## src/hdl/exec_pkg.sv

```systemverilog
package exec_pkg;

    localparam int XLEN       = 32;
    localparam int REG_ADDR_W = 5;
    localparam int ALU_OP_W   = 4;

    // ALU operation codes
    localparam logic [ALU_OP_W-1:0] ALU_ADD  = 4'd0;
    localparam logic [ALU_OP_W-1:0] ALU_SUB  = 4'd1;
    localparam logic [ALU_OP_W-1:0] ALU_SLT  = 4'd2;
    localparam logic [ALU_OP_W-1:0] ALU_SLTU = 4'd3;
    localparam logic [ALU_OP_W-1:0] ALU_XOR  = 4'd4;
    localparam logic [ALU_OP_W-1:0] ALU_OR   = 4'd5;
    localparam logic [ALU_OP_W-1:0] ALU_AND  = 4'd6;
    localparam logic [ALU_OP_W-1:0] ALU_SLL  = 4'd7;
    localparam logic [ALU_OP_W-1:0] ALU_SRL  = 4'd8;
    localparam logic [ALU_OP_W-1:0] ALU_SRA  = 4'd9;

    // Major opcodes handled by the back end
    localparam logic [6:0] OPC_OP     = 7'b0110011;
    localparam logic [6:0] OPC_OP_IMM = 7'b0010011;
    localparam logic [6:0] OPC_BRANCH = 7'b1100011;

    localparam logic [XLEN-1:0] RESET_PC = 32'h0000_1000;

    // One instruction word seen as R, I or B format
    typedef union packed {
        struct packed {
            logic [6:0]            funct7;
            logic [REG_ADDR_W-1:0] rs2;
            logic [REG_ADDR_W-1:0] rs1;
            logic [2:0]            funct3;
            logic [REG_ADDR_W-1:0] rd;
            logic [6:0]            opcode;
        } r;
        struct packed {
            logic [11:0]           imm12;
            logic [REG_ADDR_W-1:0] rs1;
            logic [2:0]            funct3;
            logic [REG_ADDR_W-1:0] rd;
            logic [6:0]            opcode;
        } i;
        struct packed {
            logic                  imm12;
            logic [5:0]            imm10_5;
            logic [REG_ADDR_W-1:0] rs2;
            logic [REG_ADDR_W-1:0] rs1;
            logic [2:0]            funct3;
            logic [3:0]            imm4_1;
            logic                  imm11;
            logic [6:0]            opcode;
        } b;
    } instr_u;

endpackage

```

## src/hdl/exec_op_if.sv

```systemverilog
interface exec_op_if;
    import exec_pkg::*;

    logic                  valid;
    logic [XLEN-1:0]       pc;
    logic [REG_ADDR_W-1:0] rd;
    logic [XLEN-1:0]       rs1_val;
    logic [XLEN-1:0]       rs2_val;
    logic [XLEN-1:0]       imm;
    logic                  use_imm;
    logic [ALU_OP_W-1:0]   alu_op;
    // Branch funct3
    logic [2:0]            cond;
    logic                  is_branch;
    logic                  writes_rd;

    // Driven by the issue register
    modport stage (
        output valid, pc, rd, rs1_val, rs2_val, imm, use_imm, alu_op, cond,
        is_branch, writes_rd
    );

    // Read by ALU, branch and commit logic
    modport unit (
        input valid, pc, rd, rs1_val, rs2_val, imm, use_imm, alu_op, cond,
        is_branch, writes_rd
    );

endinterface

```

## src/hdl/alu_unit.sv

```systemverilog
module alu_unit (
    exec_op_if.unit                   i_op,
    output logic [exec_pkg::XLEN-1:0] o_result
);
    import exec_pkg::*;

    logic [XLEN-1:0] operand_a;
    logic [XLEN-1:0] operand_b;
    logic [XLEN:0]   difference;
    logic [4:0]      shamt;
    logic            less_signed;
    logic            less_unsigned;

    assign operand_a = i_op.rs1_val;
    assign operand_b = i_op.use_imm ? i_op.imm : i_op.rs2_val;

    // One subtractor serves SUB, SLT and SLTU
    assign difference    = {1'b0, operand_a} - {1'b0, operand_b};
    assign less_unsigned = difference[XLEN];
    // Signs differ means the negative operand is the smaller one
    assign less_signed   = (operand_a[XLEN-1] != operand_b[XLEN-1]) ?
                           operand_a[XLEN-1] : difference[XLEN-1];

    assign shamt = operand_b[4:0];

    always_comb begin
        unique case (i_op.alu_op)
            ALU_SUB:  o_result = difference[XLEN-1:0];
            ALU_SLT:  o_result = {{(XLEN-1){1'b0}}, less_signed};
            ALU_SLTU: o_result = {{(XLEN-1){1'b0}}, less_unsigned};
            ALU_XOR:  o_result = operand_a ^ operand_b;
            ALU_OR:   o_result = operand_a | operand_b;
            ALU_AND:  o_result = operand_a & operand_b;
            ALU_SLL:  o_result = operand_a << shamt;
            ALU_SRL:  o_result = operand_a >> shamt;
            ALU_SRA:  o_result = $signed(operand_a) >>> shamt;
            default:  o_result = operand_a + operand_b;
        endcase
    end

endmodule

```

## src/hdl/branch_unit.sv

```systemverilog
module branch_unit (
    exec_op_if.unit                   i_op,
    output logic                      o_taken,
    output logic [exec_pkg::XLEN-1:0] o_next_pc
);
    import exec_pkg::*;

    logic equal;
    logic less_signed;
    logic less_unsigned;
    logic cond_true;

    assign equal         = (i_op.rs1_val == i_op.rs2_val);
    assign less_signed   = ($signed(i_op.rs1_val) < $signed(i_op.rs2_val));
    assign less_unsigned = (i_op.rs1_val < i_op.rs2_val);

    always_comb begin
        unique case (i_op.cond)
            3'b000:  cond_true = equal;          // BEQ
            3'b001:  cond_true = !equal;         // BNE
            3'b100:  cond_true = less_signed;    // BLT
            3'b101:  cond_true = !less_signed;   // BGE
            3'b110:  cond_true = less_unsigned;  // BLTU
            3'b111:  cond_true = !less_unsigned; // BGEU
            default: cond_true = 1'b0;
        endcase
    end

    assign o_taken   = i_op.is_branch && cond_true;
    assign o_next_pc = o_taken ? (i_op.pc + i_op.imm) : (i_op.pc + XLEN'(4));

endmodule

```

## src/hdl/commit_unit.sv

```systemverilog
module commit_unit (
    input  logic                            clk,
    input  logic                            resetn,
    exec_op_if.unit                         i_op,
    input  logic [exec_pkg::XLEN-1:0]       i_alu_result,
    input  logic [exec_pkg::XLEN-1:0]       i_next_pc,
    // Register write port, also the bypass source
    output logic                            o_wr_en,
    output logic [exec_pkg::REG_ADDR_W-1:0] o_wr_rd,
    output logic [exec_pkg::XLEN-1:0]       o_wr_data,
    output logic                            o_wb_valid,
    output logic [exec_pkg::XLEN-1:0]       o_wb_pc,
    output logic [exec_pkg::REG_ADDR_W-1:0] o_wb_rd,
    output logic [exec_pkg::XLEN-1:0]       o_wb_data,
    output logic                            o_redirect_valid,
    output logic [exec_pkg::XLEN-1:0]       o_redirect_pc
);
    import exec_pkg::*;

    logic [XLEN-1:0] expected_pc;
    logic            mispredict;
    logic            commit;
    logic            squash;
    logic [XLEN-1:0] wb_data;

    assign commit = i_op.valid && (i_op.pc == expected_pc);
    // Only the first wrong-path op asks for a redirect
    assign squash = i_op.valid && (i_op.pc != expected_pc) && !mispredict;

    assign o_wr_en   = commit && i_op.writes_rd && (i_op.rd != '0);
    assign o_wr_rd   = i_op.rd;
    assign o_wr_data = i_alu_result;

    always_comb begin
        if (i_op.is_branch) begin
            wb_data = i_next_pc;
        end else if (i_op.writes_rd) begin
            wb_data = i_alu_result;
        end else begin
            wb_data = '0;
        end
    end

    always_ff @(posedge clk or negedge resetn) begin
        if (!resetn) begin
            expected_pc      <= RESET_PC;
            mispredict       <= 1'b0;
            o_wb_valid       <= 1'b0;
            o_redirect_valid <= 1'b0;
        end else begin
            o_wb_valid       <= commit;
            o_redirect_valid <= squash;
            if (commit) begin
                expected_pc <= i_next_pc;
                mispredict  <= 1'b0;
            end else if (squash) begin
                mispredict <= 1'b1;
            end
        end
    end

    // Sampled only while the matching valid is high
    always_ff @(posedge clk) begin
        o_wb_pc       <= i_op.pc;
        o_wb_rd       <= o_wr_en ? i_op.rd : '0;
        o_wb_data     <= wb_data;
        o_redirect_pc <= expected_pc;
    end

endmodule

```

## src/hdl/exec_core.sv

```systemverilog
module exec_core (
    input  logic                            clk,
    input  logic                            resetn,
    input  logic                            i_issue_valid,
    input  logic [31:0]                     i_issue_instr,
    input  logic [exec_pkg::XLEN-1:0]       i_issue_pc,
    output logic                            o_wb_valid,
    output logic [exec_pkg::XLEN-1:0]       o_wb_pc,
    output logic [exec_pkg::REG_ADDR_W-1:0] o_wb_rd,
    output logic [exec_pkg::XLEN-1:0]       o_wb_data,
    output logic                            o_redirect_valid,
    output logic [exec_pkg::XLEN-1:0]       o_redirect_pc
);
    import exec_pkg::*;

    instr_u                issue_instr;
    logic [REG_ADDR_W-1:0] dec_rs1;
    logic [REG_ADDR_W-1:0] dec_rs2;
    logic [REG_ADDR_W-1:0] dec_rd;
    logic [XLEN-1:0]       dec_imm;
    logic                  dec_use_imm;
    logic                  dec_is_branch;
    logic                  dec_writes_rd;
    logic [ALU_OP_W-1:0]   dec_alu_op;
    logic [2:0]            dec_cond;
    logic [XLEN-1:0]       rf_rs1_data;
    logic [XLEN-1:0]       rf_rs2_data;
    logic                  wr_en;
    logic [REG_ADDR_W-1:0] wr_rd;
    logic [XLEN-1:0]       wr_data;
    logic [XLEN-1:0]       alu_result;
    logic [XLEN-1:0]       br_next_pc;

    exec_op_if op_bus ();

    assign issue_instr = i_issue_instr;

    instr_decoder u_decoder (
        .i_instr     (issue_instr),
        .o_rs1       (dec_rs1),
        .o_rs2       (dec_rs2),
        .o_rd        (dec_rd),
        .o_imm       (dec_imm),
        .o_use_imm   (dec_use_imm),
        .o_is_branch (dec_is_branch),
        .o_writes_rd (dec_writes_rd),
        .o_alu_op    (dec_alu_op),
        .o_cond      (dec_cond)
    );

    reg_file u_reg_file (
        .clk        (clk),
        .resetn     (resetn),
        .i_rs1_sel  (dec_rs1),
        .i_rs2_sel  (dec_rs2),
        .i_wr_rd    (wr_rd),
        .i_wr_en    (wr_en),
        .i_wr_data  (wr_data),
        .o_rs1_data (rf_rs1_data),
        .o_rs2_data (rf_rs2_data)
    );

    operand_stage u_operand_stage (
        .clk           (clk),
        .resetn        (resetn),
        .i_issue_valid (i_issue_valid),
        .i_pc          (i_issue_pc),
        .i_rs1         (dec_rs1),
        .i_rs2         (dec_rs2),
        .i_rd          (dec_rd),
        .i_imm         (dec_imm),
        .i_use_imm     (dec_use_imm),
        .i_is_branch   (dec_is_branch),
        .i_writes_rd   (dec_writes_rd),
        .i_alu_op      (dec_alu_op),
        .i_cond        (dec_cond),
        .i_rs1_data    (rf_rs1_data),
        .i_rs2_data    (rf_rs2_data),
        .i_byp_en      (wr_en),
        .i_byp_rd      (wr_rd),
        .i_byp_data    (wr_data),
        .o_op          (op_bus.stage)
    );

    alu_unit u_alu (
        .i_op     (op_bus.unit),
        .o_result (alu_result)
    );

    // Taken flag is folded into the next PC already
    branch_unit u_branch (
        .i_op      (op_bus.unit),
        .o_taken   (),
        .o_next_pc (br_next_pc)
    );

    commit_unit u_commit (
        .clk              (clk),
        .resetn           (resetn),
        .i_op             (op_bus.unit),
        .i_alu_result     (alu_result),
        .i_next_pc        (br_next_pc),
        .o_wr_en          (wr_en),
        .o_wr_rd          (wr_rd),
        .o_wr_data        (wr_data),
        .o_wb_valid       (o_wb_valid),
        .o_wb_pc          (o_wb_pc),
        .o_wb_rd          (o_wb_rd),
        .o_wb_data        (o_wb_data),
        .o_redirect_valid (o_redirect_valid),
        .o_redirect_pc    (o_redirect_pc)
    );

endmodule

```

## src/hdl/instr_decoder.sv

```systemverilog
module instr_decoder (
    input  exec_pkg::instr_u                   i_instr,
    output logic [exec_pkg::REG_ADDR_W-1:0]    o_rs1,
    output logic [exec_pkg::REG_ADDR_W-1:0]    o_rs2,
    output logic [exec_pkg::REG_ADDR_W-1:0]    o_rd,
    output logic [exec_pkg::XLEN-1:0]          o_imm,
    output logic                               o_use_imm,
    output logic                               o_is_branch,
    output logic                               o_writes_rd,
    output logic [exec_pkg::ALU_OP_W-1:0]      o_alu_op,
    output logic [2:0]                         o_cond
);
    import exec_pkg::*;

    logic is_op;

    assign is_op = (i_instr.r.opcode == OPC_OP);

    // Register selects sit at the same bits in every format
    assign o_rs1 = i_instr.r.rs1;
    assign o_rs2 = i_instr.r.rs2;
    assign o_rd  = i_instr.r.rd;

    always_comb begin
        o_imm       = '0;
        o_use_imm   = 1'b0;
        o_is_branch = 1'b0;
        o_writes_rd = 1'b0;
        o_cond      = 3'b000;

        unique case (i_instr.r.opcode)
            OPC_OP: begin
                o_writes_rd = 1'b1;
            end
            OPC_OP_IMM: begin
                o_writes_rd = 1'b1;
                o_use_imm   = 1'b1;
                o_imm       = {{(XLEN-12){i_instr.i.imm12[11]}}, i_instr.i.imm12};
            end
            OPC_BRANCH: begin
                o_is_branch = 1'b1;
                o_cond      = i_instr.b.funct3;
                o_imm       = {{(XLEN-13){i_instr.b.imm12}}, i_instr.b.imm12,
                               i_instr.b.imm11, i_instr.b.imm10_5, i_instr.b.imm4_1, 1'b0};
            end
            default: begin
                // Anything else retires as a no-op
                o_writes_rd = 1'b0;
            end
        endcase
    end

    // Bit 30 picks SUB in R form only and SRA in both forms
    always_comb begin
        unique case (i_instr.r.funct3)
            3'b000:  o_alu_op = (is_op && i_instr.r.funct7[5]) ? ALU_SUB : ALU_ADD;
            3'b001:  o_alu_op = ALU_SLL;
            3'b010:  o_alu_op = ALU_SLT;
            3'b011:  o_alu_op = ALU_SLTU;
            3'b100:  o_alu_op = ALU_XOR;
            3'b101:  o_alu_op = i_instr.r.funct7[5] ? ALU_SRA : ALU_SRL;
            3'b110:  o_alu_op = ALU_OR;
            default: o_alu_op = ALU_AND;
        endcase
    end

endmodule

```

## src/hdl/operand_stage.sv

```systemverilog
module operand_stage (
    input  logic                            clk,
    input  logic                            resetn,
    input  logic                            i_issue_valid,
    input  logic [exec_pkg::XLEN-1:0]       i_pc,
    // Decoded fields
    input  logic [exec_pkg::REG_ADDR_W-1:0] i_rs1,
    input  logic [exec_pkg::REG_ADDR_W-1:0] i_rs2,
    input  logic [exec_pkg::REG_ADDR_W-1:0] i_rd,
    input  logic [exec_pkg::XLEN-1:0]       i_imm,
    input  logic                            i_use_imm,
    input  logic                            i_is_branch,
    input  logic                            i_writes_rd,
    input  logic [exec_pkg::ALU_OP_W-1:0]   i_alu_op,
    input  logic [2:0]                      i_cond,
    // Register file read data
    input  logic [exec_pkg::XLEN-1:0]       i_rs1_data,
    input  logic [exec_pkg::XLEN-1:0]       i_rs2_data,
    // Value being committed this cycle
    input  logic                            i_byp_en,
    input  logic [exec_pkg::REG_ADDR_W-1:0] i_byp_rd,
    input  logic [exec_pkg::XLEN-1:0]       i_byp_data,
    exec_op_if.stage                        o_op
);
    import exec_pkg::*;

    logic [XLEN-1:0] rs1_val;
    logic [XLEN-1:0] rs2_val;

    // Write enable only rises for rd != 0, so x0 never gets bypassed
    assign rs1_val = (i_byp_en && i_byp_rd == i_rs1) ? i_byp_data : i_rs1_data;
    assign rs2_val = (i_byp_en && i_byp_rd == i_rs2) ? i_byp_data : i_rs2_data;

    always_ff @(posedge clk or negedge resetn) begin
        if (!resetn) begin
            o_op.valid <= 1'b0;
        end else begin
            o_op.valid <= i_issue_valid;
        end
    end

    always_ff @(posedge clk) begin
        if (i_issue_valid) begin
            o_op.pc        <= i_pc;
            o_op.rd        <= i_rd;
            o_op.rs1_val   <= rs1_val;
            o_op.rs2_val   <= rs2_val;
            o_op.imm       <= i_imm;
            o_op.use_imm   <= i_use_imm;
            o_op.alu_op    <= i_alu_op;
            o_op.cond      <= i_cond;
            o_op.is_branch <= i_is_branch;
            o_op.writes_rd <= i_writes_rd;
        end
    end

endmodule

```

## src/hdl/reg_file.sv

```systemverilog
module reg_file (
    input  logic                            clk,
    input  logic                            resetn,
    input  logic [exec_pkg::REG_ADDR_W-1:0] i_rs1_sel,
    input  logic [exec_pkg::REG_ADDR_W-1:0] i_rs2_sel,
    input  logic [exec_pkg::REG_ADDR_W-1:0] i_wr_rd,
    input  logic                            i_wr_en,
    input  logic [exec_pkg::XLEN-1:0]       i_wr_data,
    output logic [exec_pkg::XLEN-1:0]       o_rs1_data,
    output logic [exec_pkg::XLEN-1:0]       o_rs2_data
);
    import exec_pkg::*;

    // x1..x31, x0 has no storage
    logic [XLEN-1:0] regs [1:31];

    always_ff @(posedge clk or negedge resetn) begin
        if (!resetn) begin
            for (int idx = 1; idx < 32; idx++) begin
                regs[idx] <= '0;
            end
        end else if (i_wr_en && i_wr_rd != '0) begin
            regs[i_wr_rd] <= i_wr_data;
        end
    end

    assign o_rs1_data = (i_rs1_sel == '0) ? '0 : regs[i_rs1_sel];
    assign o_rs2_data = (i_rs2_sel == '0) ? '0 : regs[i_rs2_sel];

endmodule

```

## config.mk

```make
export PLATFORM = sky130hd
export DESIGN_NAME = exec_core
export DESIGN_NICKNAME = d
export VERILOG_FILES = /design/src/hdl/exec_pkg.sv /design/src/hdl/exec_op_if.sv /design/src/hdl/alu_unit.sv /design/src/hdl/branch_unit.sv /design/src/hdl/commit_unit.sv /design/src/hdl/exec_core.sv /design/src/hdl/instr_decoder.sv /design/src/hdl/operand_stage.sv /design/src/hdl/reg_file.sv
export SDC_FILE = /design/constraint.sdc
export NUM_CORES = 2
export LEC_CHECK = 0
export BUFFER_PORTS_ARGS = -buffer_cell sky130_fd_sc_hd__buf_2
export CAP_MARGIN = 20
export CELL_PAD_IN_SITES_DETAIL_PLACEMENT = 0
export CELL_PAD_IN_SITES_GLOBAL_PLACEMENT = 1
export CORE_ASPECT_RATIO = 1.75
export CORE_MARGIN = 10
export CORE_UTILIZATION = 30
export DETAILED_ROUTE_END_ITERATION = 6
export MAX_ROUTING_LAYER = met4
export PLACE_DENSITY_LB_ADDON = 0.12
export REMOVE_ABC_BUFFERS = 1
export SYNTH_ARGS = -nofsm -noshare
export SYNTH_HDL_FRONTEND = slang
export SYNTH_HIERARCHICAL = 1
export SYNTH_SLANG_ARGS = --single-unit
export TNS_END_PERCENT = 1
```

## constraint.sdc

```tcl
create_clock -name clk -period 5.3 [get_ports clk]
set_input_delay 0 -clock clk [delete_from_list [all_inputs] [get_ports clk]]
set_output_delay 0 -clock clk [all_outputs]
set_load 0.01 [all_outputs]
```

Word-level counts from Yosys, hierarchy flattened:

Index checks and enable logic that the tools add are counted.
Widths: inputs -> output; s select.

* register bits: 1272
* word-level logic and storage cells: 149
* output and inout port bits: 103
* input port bits: 67

* $lt $le $gt $ge: 6
* add/sub/neg operators: 4
* reductions and logical operators: 22
* shifts and indexed selects: 3
* muxes and demuxes: 29
* equal/unequal tests: 29
* bitwise operators: 6

Operators by type and width (count)
* $bwmux 992: 1
* $mux 32: 13
* $bmux 32 s5: 2
* $pmux 32 s9: 1
* $demux 32 s5: 1
* $add 32x32->32: 2
* $eq 32x32->1: 2
* $lt 32x32->1: 2
* $pmux 32 s2: 1
* $sub 32x32->33: 1
* $add 32x3->32 const B: 1
* $and 32x32->32: 1
* $ne 32x32->1: 1
* $or 32x32->32: 1
* $shl 32x5->32: 1
* $shr 32x5->32: 1
* $sshr 32x5->32: 1
* $xor 32x32->32: 1
* $pmux 4 s7: 1
* $eq 3x3->1 const B: 7
* $ge 6x6->1 const B: 3
* $not 5->6: 3
* $eq 4x3->1 const B: 4
* $logic_and 1x1->1: 11
* other kinds (19): 36

Longest topological paths before layout:

* word-level depth: 6
* mapped depth: 28
* depth with buffers taken out: 21

Hierarchy:

The synthesis kept the hierarchy.

Modules (own cells, without submodules)
* reg_file: seq. area each 24823.8 um^2, cells each 3495, times used 1, area an instance 53291.1 um^2
* alu_unit: seq. area each 0.0 um^2, cells each 1382, times used 1, area an instance 9415.3 um^2
* operand_stage: seq. area each 4319.1 um^2, cells each 230, times used 1, area an instance 5520.3 um^2
* commit_unit: seq. area each 2899.0 um^2, cells each 314, times used 1, area an instance 4501.8 um^2
* branch_unit: seq. area each 0.0 um^2, cells each 488, times used 1, area an instance 3281.9 um^2
* instr_decoder: seq. area each 0.0 um^2, cells each 78, times used 1, area an instance 555.5 um^2

Worst setup path before layout:

OpenSTA, ideal clock, no wires.

* path kind: register to register
* start point: register u_operand_stage.o_op.use_imm
* end point: register u_reg_file/regs[960] (netlist bit)
* arrival: 5.304 ns
* required time: 5.175 ns
* cell stages (with the launch flop): 27
* slack: -0.128 ns
* setup time: 0.125 ns
* cell sequence: edfxtp_1 buf_6 mux2i_1 inv_1 clkbuf_1 buf_1 clkbuf_1 ha_1 buf_2 o41ai_1 a21oi_1 nor3_1 o32ai_1 o31ai_1 a21oi_1 o21bai_1 fa_1 nor2_1 a21oi_1 o221ai_1 nand2_1 o221ai_1 a221oi_1 o21ai_0 buf_4 clkbuf_1 mux2_2

* longest elaborated chain between the ends: 5
* elaborated cells on any way between the ends: 13
* classes of those cells: 2 x add/sub; 1 x eq/ne; 3 x shift; 4 x mux; 3 x bitwise

Ends and longest elaborated chain
* start: declaration: line exec_op_if.sv:19 `output valid, pc, rd, rs1_val, rs2_val, imm, use_imm, alu_op, cond,`
* start signal: assignment: line operand_stage.sv:49 `o_op.use_imm <= i_use_imm;`
* $mux 32 *: line alu_unit.sv:15 `assign operand_b = i_op.use_imm ? i_op.imm : i_op.rs2_val;`
* $sub 32x32->33 or $ne 1x1->1 (tied branches): line alu_unit.sv:18, alu_unit.sv:21
* $mux 1: line alu_unit.sv:21 `assign less_signed = (operand_a[XLEN-1] != operand_b[XLEN-1]) ?`
* $pmux 32 s9 *: line alu_unit.sv:27 `unique case (i_op.alu_op)`
* net alu_result[0]: line exec_core.sv:31 `logic [XLEN-1:0] alu_result;`
* $bwmux 992 *: line reg_file.sv:23 `regs[i_wr_rd] <= i_wr_data;`
* end signal: indexed assignment: line reg_file.sv:23
* end: declaration: line reg_file.sv:15 `logic [XLEN-1:0] regs [1:31];`

Mark *: on every way through the listed nets, which the timed path passes. The rest lies on a longest branch.
A chain may end at the register's enable or synchronous reset.

Worst setup path in the final report:

* start point: register u_operand_stage.o_op.use_imm
* end point: register u_reg_file/regs[214] (netlist bit)

* longest elaborated chain between the ends: 4
* elaborated cells on any way between the ends: 11
* classes of those cells: 2 x add/sub; 3 x shift; 3 x mux; 3 x bitwise

Ends and longest elaborated chain
* $mux 32 *: line alu_unit.sv:15
* $add 32x32->32, or another cell as far along: line alu_unit.sv:37 `default: o_result = operand_a + operand_b;`
* $pmux 32 s9 *: line alu_unit.sv:27
* net alu_result[22]: line exec_core.sv:31
* $bwmux 992 *: line reg_file.sv:23

Marks and branches as above.

==> flow_summary.json <==
{
  "outcome": "complete, no violations",
  "p_total_w": 0.0266,
  "stdcell_count": 9759,
  "tns_ns": 0,
  "htree_levels": 4,
  "max-cap-violations": 0,
  "portBuffers": 169,
  "fmaxAchievable_mhz": 193,
  "power_density_mw_per_mm2": 296,
  "slew_headroom": 0.189,
  "die_height_um": 688,
  "layout-drive-gt1-share": 0.408,
  "dieArea_mm2": 0.277,
  "track_usage": 0.252,
  "dp_hpwl_um": 244000,
  "rr_endpoint": "u_reg_file/regs[214]",
  "crit_top_cell": "buf_4",
  "endpoint_kind": "flop",
  "ant_nets": 0,
  "async_reset_ff_frac": 0.808,
  "r2r_cells": 20,
  "critPathMaxFanout": 31,
  "hp-class": "in -> reg",
  "netlist_area_mm2": 0.0766,
  "fin_worst_skew_ns": 0.0700,
  "place.gp.congestion": 0.972,
  "num_rows": 245,
  "syn_avg_cell_area_um2": 12.8,
  "viasPerCell": 5.64,
  "yosysUniqueCellTypes": 100,
  "cts-root-buf": "clkbuf_16",
  "syn_inst": 5987,
  "grt_overflow": 0,
  "r2r_slack_ns": 0.12,
  "fin_crit_sh": 0.978,
  "rsz0062_at_grt": "yes",
  "path_clk_slew_ns": 0.07,
  "clk_latency_ns": 0.85,
  "r2r_start": "u_operand_stage/o_op.use_imm",
  "worstSetupPathType": "reg -> reg",
  "slew_viol_final": 0,
  "hold_end": "u_operand_stage/o_op.rd[2]",
  "ys_warn_count": 6,
  "grt_max_degree": 143,
  "slowest_delay_ns": 0.53,
  "fin_util": 0.354,
  "final_nets": 6568,
  "start_util": 0.301,
  "die_x_um": 402,
  "clock_path_buffers": 4,
  "dr.pass1.iters": 5,
  "grt_pass1_wl_um": 481000,
  "period_minus_slack_ns": 5.18,
  "ys_ff_latch": 1272,
  "num_vias": 55000,
  "drtIter0Drc": 3620,
  "totalWireLength_um": 348000,
  "ys_seq_area_frac": 0.418,
  "setup_viol": 0,
  "fin_hold_ws_ns": 0.0563,
  "worst_pin_slew_ns": 1.18,
  "cp_slowest_cell": "o211a_1",
  "start_kind": "flop",
  "clock-sinks": 1272,
  "pin_count": 170,
  "dp_cells": 9390,
  "coreArea_mm2": 0.254,
  "crit_arrival_ns": 5.88,
  "hp-start": "i_issue_instr[9]",
  "path_cells": "buf_4 > clkbuf_16 > buf_4 > mux2i_4 > buf_4 > buf_6 > fa_1 > nor2b_1 > o211ai_1 > nand2_1 > o211a_1 > a31oi_1 > buf_4 > o22ai_1 > o21ai_0 > buf_4 > nand3_1 > buf_4 > buf_12 > mux2_2",
  "cp.required_ns": 5.99,
  "grt_pass1_vias": 58200,
  "cts_inserted_buffers": 142,
  "wl_per_cell_um": 35.7,
  "power.leakage_nw": 40.5,
  "finalHoldViolCount": 0,
  "synthFlopType": "dfrtp_1",
  "hold_depth": 2,
  "cts_tree": "built",
  "synth_edf_count": 143,
  "antenna_found_initial": 12,
  "drcViolationCount": 0,
  "area_delta_synth_final_pct": 17.4,
  "irDropWorstVdd_mv": 0.231
}
-- sequential cells by signal, indices dropped and copies added, names as in the netlist, 32 cells and up --
name                          flops
u_commit/o_wb_pc                 32
u_commit/o_redirect_pc           32
u_operand_stage/o_op.pc          32
u_operand_stage/o_op.rs2_val     32
u_commit/o_wb_data               32
u_operand_stage/o_op.imm         32
u_reg_file/regs                 992
u_operand_stage/o_op.rs1_val     32
u_commit/expected_pc             32
-- cell families (layout without fill, tap and decap cells) --
| logic type | after synthesis | after routing | synth area share |
|---|---|---|---|
| flops | 1272 | 1272 | 0.418 |
| xor+xnor | 123 | 123 | 0.0141 |
| simple gates | 840 | 840 | 0.0533 |
| mux | 1935 | 1935 | 0.354 |
| buf+inv | 738 | 1168 | 0.0479 |
| other cells | 0 | 8 | 0 |
| compound gates | 895 | 895 | 0.0822 |
| fa+ha+maj | 184 | 184 | 0.0304 |
-- power by group --
part | total (W) | switching, W | leakage (nW) | internal [W]
Clock | 0.0104 | 0.00437 | 2.33 | 0.00602
Sequential | 0.0102 | 0.000188 | 16.6 | 0.0100
Combinational | 0.00604 | 0.00401 | 21.6 | 0.00203
-- per-layer routing --
metal  part of all wire  vias to the layer above  global-route usage
met5                  0                        -                   -
met2               0.53                     1588               0.459
li1                   -                    23300                   -
met4              0.084                        0               0.172
met1               0.35                    29300               0.251
met3              0.032                      785              0.0285
-- what timing repair did --
action                                 CTS  global route
gates resized for setup                 11            38
endpoints found under the hold margin  684             0
setup endpoints to repair               34           101
gates cloned                             0             3
setup buffers                            1            11
pin swaps                                3            17
hold buffers                           103             0
-- worst max-delay path by stage --
stage	end	start	cells past startpoint	slack [ns]
3_5_place_dp	u_reg_file/regs[192]	u_operand_stage/o_op.use_imm	24	-0.17
5_1_grt	u_reg_file/regs[256]	u_operand_stage/o_op.use_imm	23	-0.02
3_3_place_gp	u_reg_file/regs[96]	u_operand_stage/o_op.use_imm	24	-0.15
4_1_cts	u_reg_file/regs[288]	u_operand_stage/o_op.use_imm	24	0.01
2_1_floorplan	u_operand_stage/o_op.rs1_val[0]	u_operand_stage/o_op.use_imm	19	-4.20
6_report	u_reg_file/regs[214]	u_operand_stage/o_op.use_imm	20	0.12
-- synthesized netlist by cell type (all sizes together), types with 25 or more instances --
cell type	instances	area (um^2)
dfxtp	101	2020
mux2i	314	3170
nor2b	86	538
edfxtp	143	4290
a22oi	50	375
mux4	469	10600
a221oi	81	716
o21ai	151	756
a21o	26	195
a22o	38	333
o31a	35	307
clkbuf	250	938
buf	336	2160
nor3	78	390
ha	179	2240
a211oi	36	270
nand2	189	709
o211ai	30	225
or3	27	169
nor2	256	961
mux2	1152	13300
a21oi	192	972
inv	150	566
xnor2	60	526
o221ai	48	438
nand3	60	300
a31oi	25	156
dfrtp	1027	25700
xor2	63	552
-- critical path: cells and delay by family (launching register included) --
| family | cells | cell delay (ns) |
|---|---|---|
| AO/OA/AOI/OAI | 5 | 1.65 |
| buffers and inverters | 9 | 1.60 |
| multiplexers | 2 | 0.48 |
| flip-flops | 1 | 0.46 |
| adder cells (fa/ha/maj) | 1 | 0.43 |
| AND/OR/NAND/NOR | 3 | 0.39 |
-- per-stage QoR --
step / worst slack, ns / area, um^2
finish: 0.117 / 89900
detailed placement: -0.173 / 83700
global route: -0.0175 / 89900
floorplan: -4.20 / 73500
global placement: -0.145 / 83700
CTS: 0.0130 / 89600
-- cell usage in the layout, fill, tap and decap left out, types with 79 or more instances in the layout --
cell type	netlist	final
dfxtp_1	101	101
a221oi_1	80	79
buf_12	9	84
mux4_2	467	467
o21ai_0	145	141
mux2i_1	311	299
a21oi_1	191	188
nor2_1	256	239
dfrtp_1	1027	1027
edfxtp_1	143	143
nor2b_1	86	81
clkbuf_16	0	147
mux2_2	1032	1032
buf_2	167	161
dlygate4sd3_1	0	102
mux2_4	95	95
ha_1	179	178
inv_1	146	144
nand2_1	189	174
buf_4	116	411
-- final cells by class --
type	instances	area [um^2]
fillers	24800	164000
flip-flops and latches	1272	32000
clock inverters	33	439
diodes	8	20.0
clock buffers	210	4270
well taps	3334	4170
inverters	152	576
repair buffers	773	6840
multi-input cells	3977	41600
Note: power is estimated with default switching activity, not from simulation.
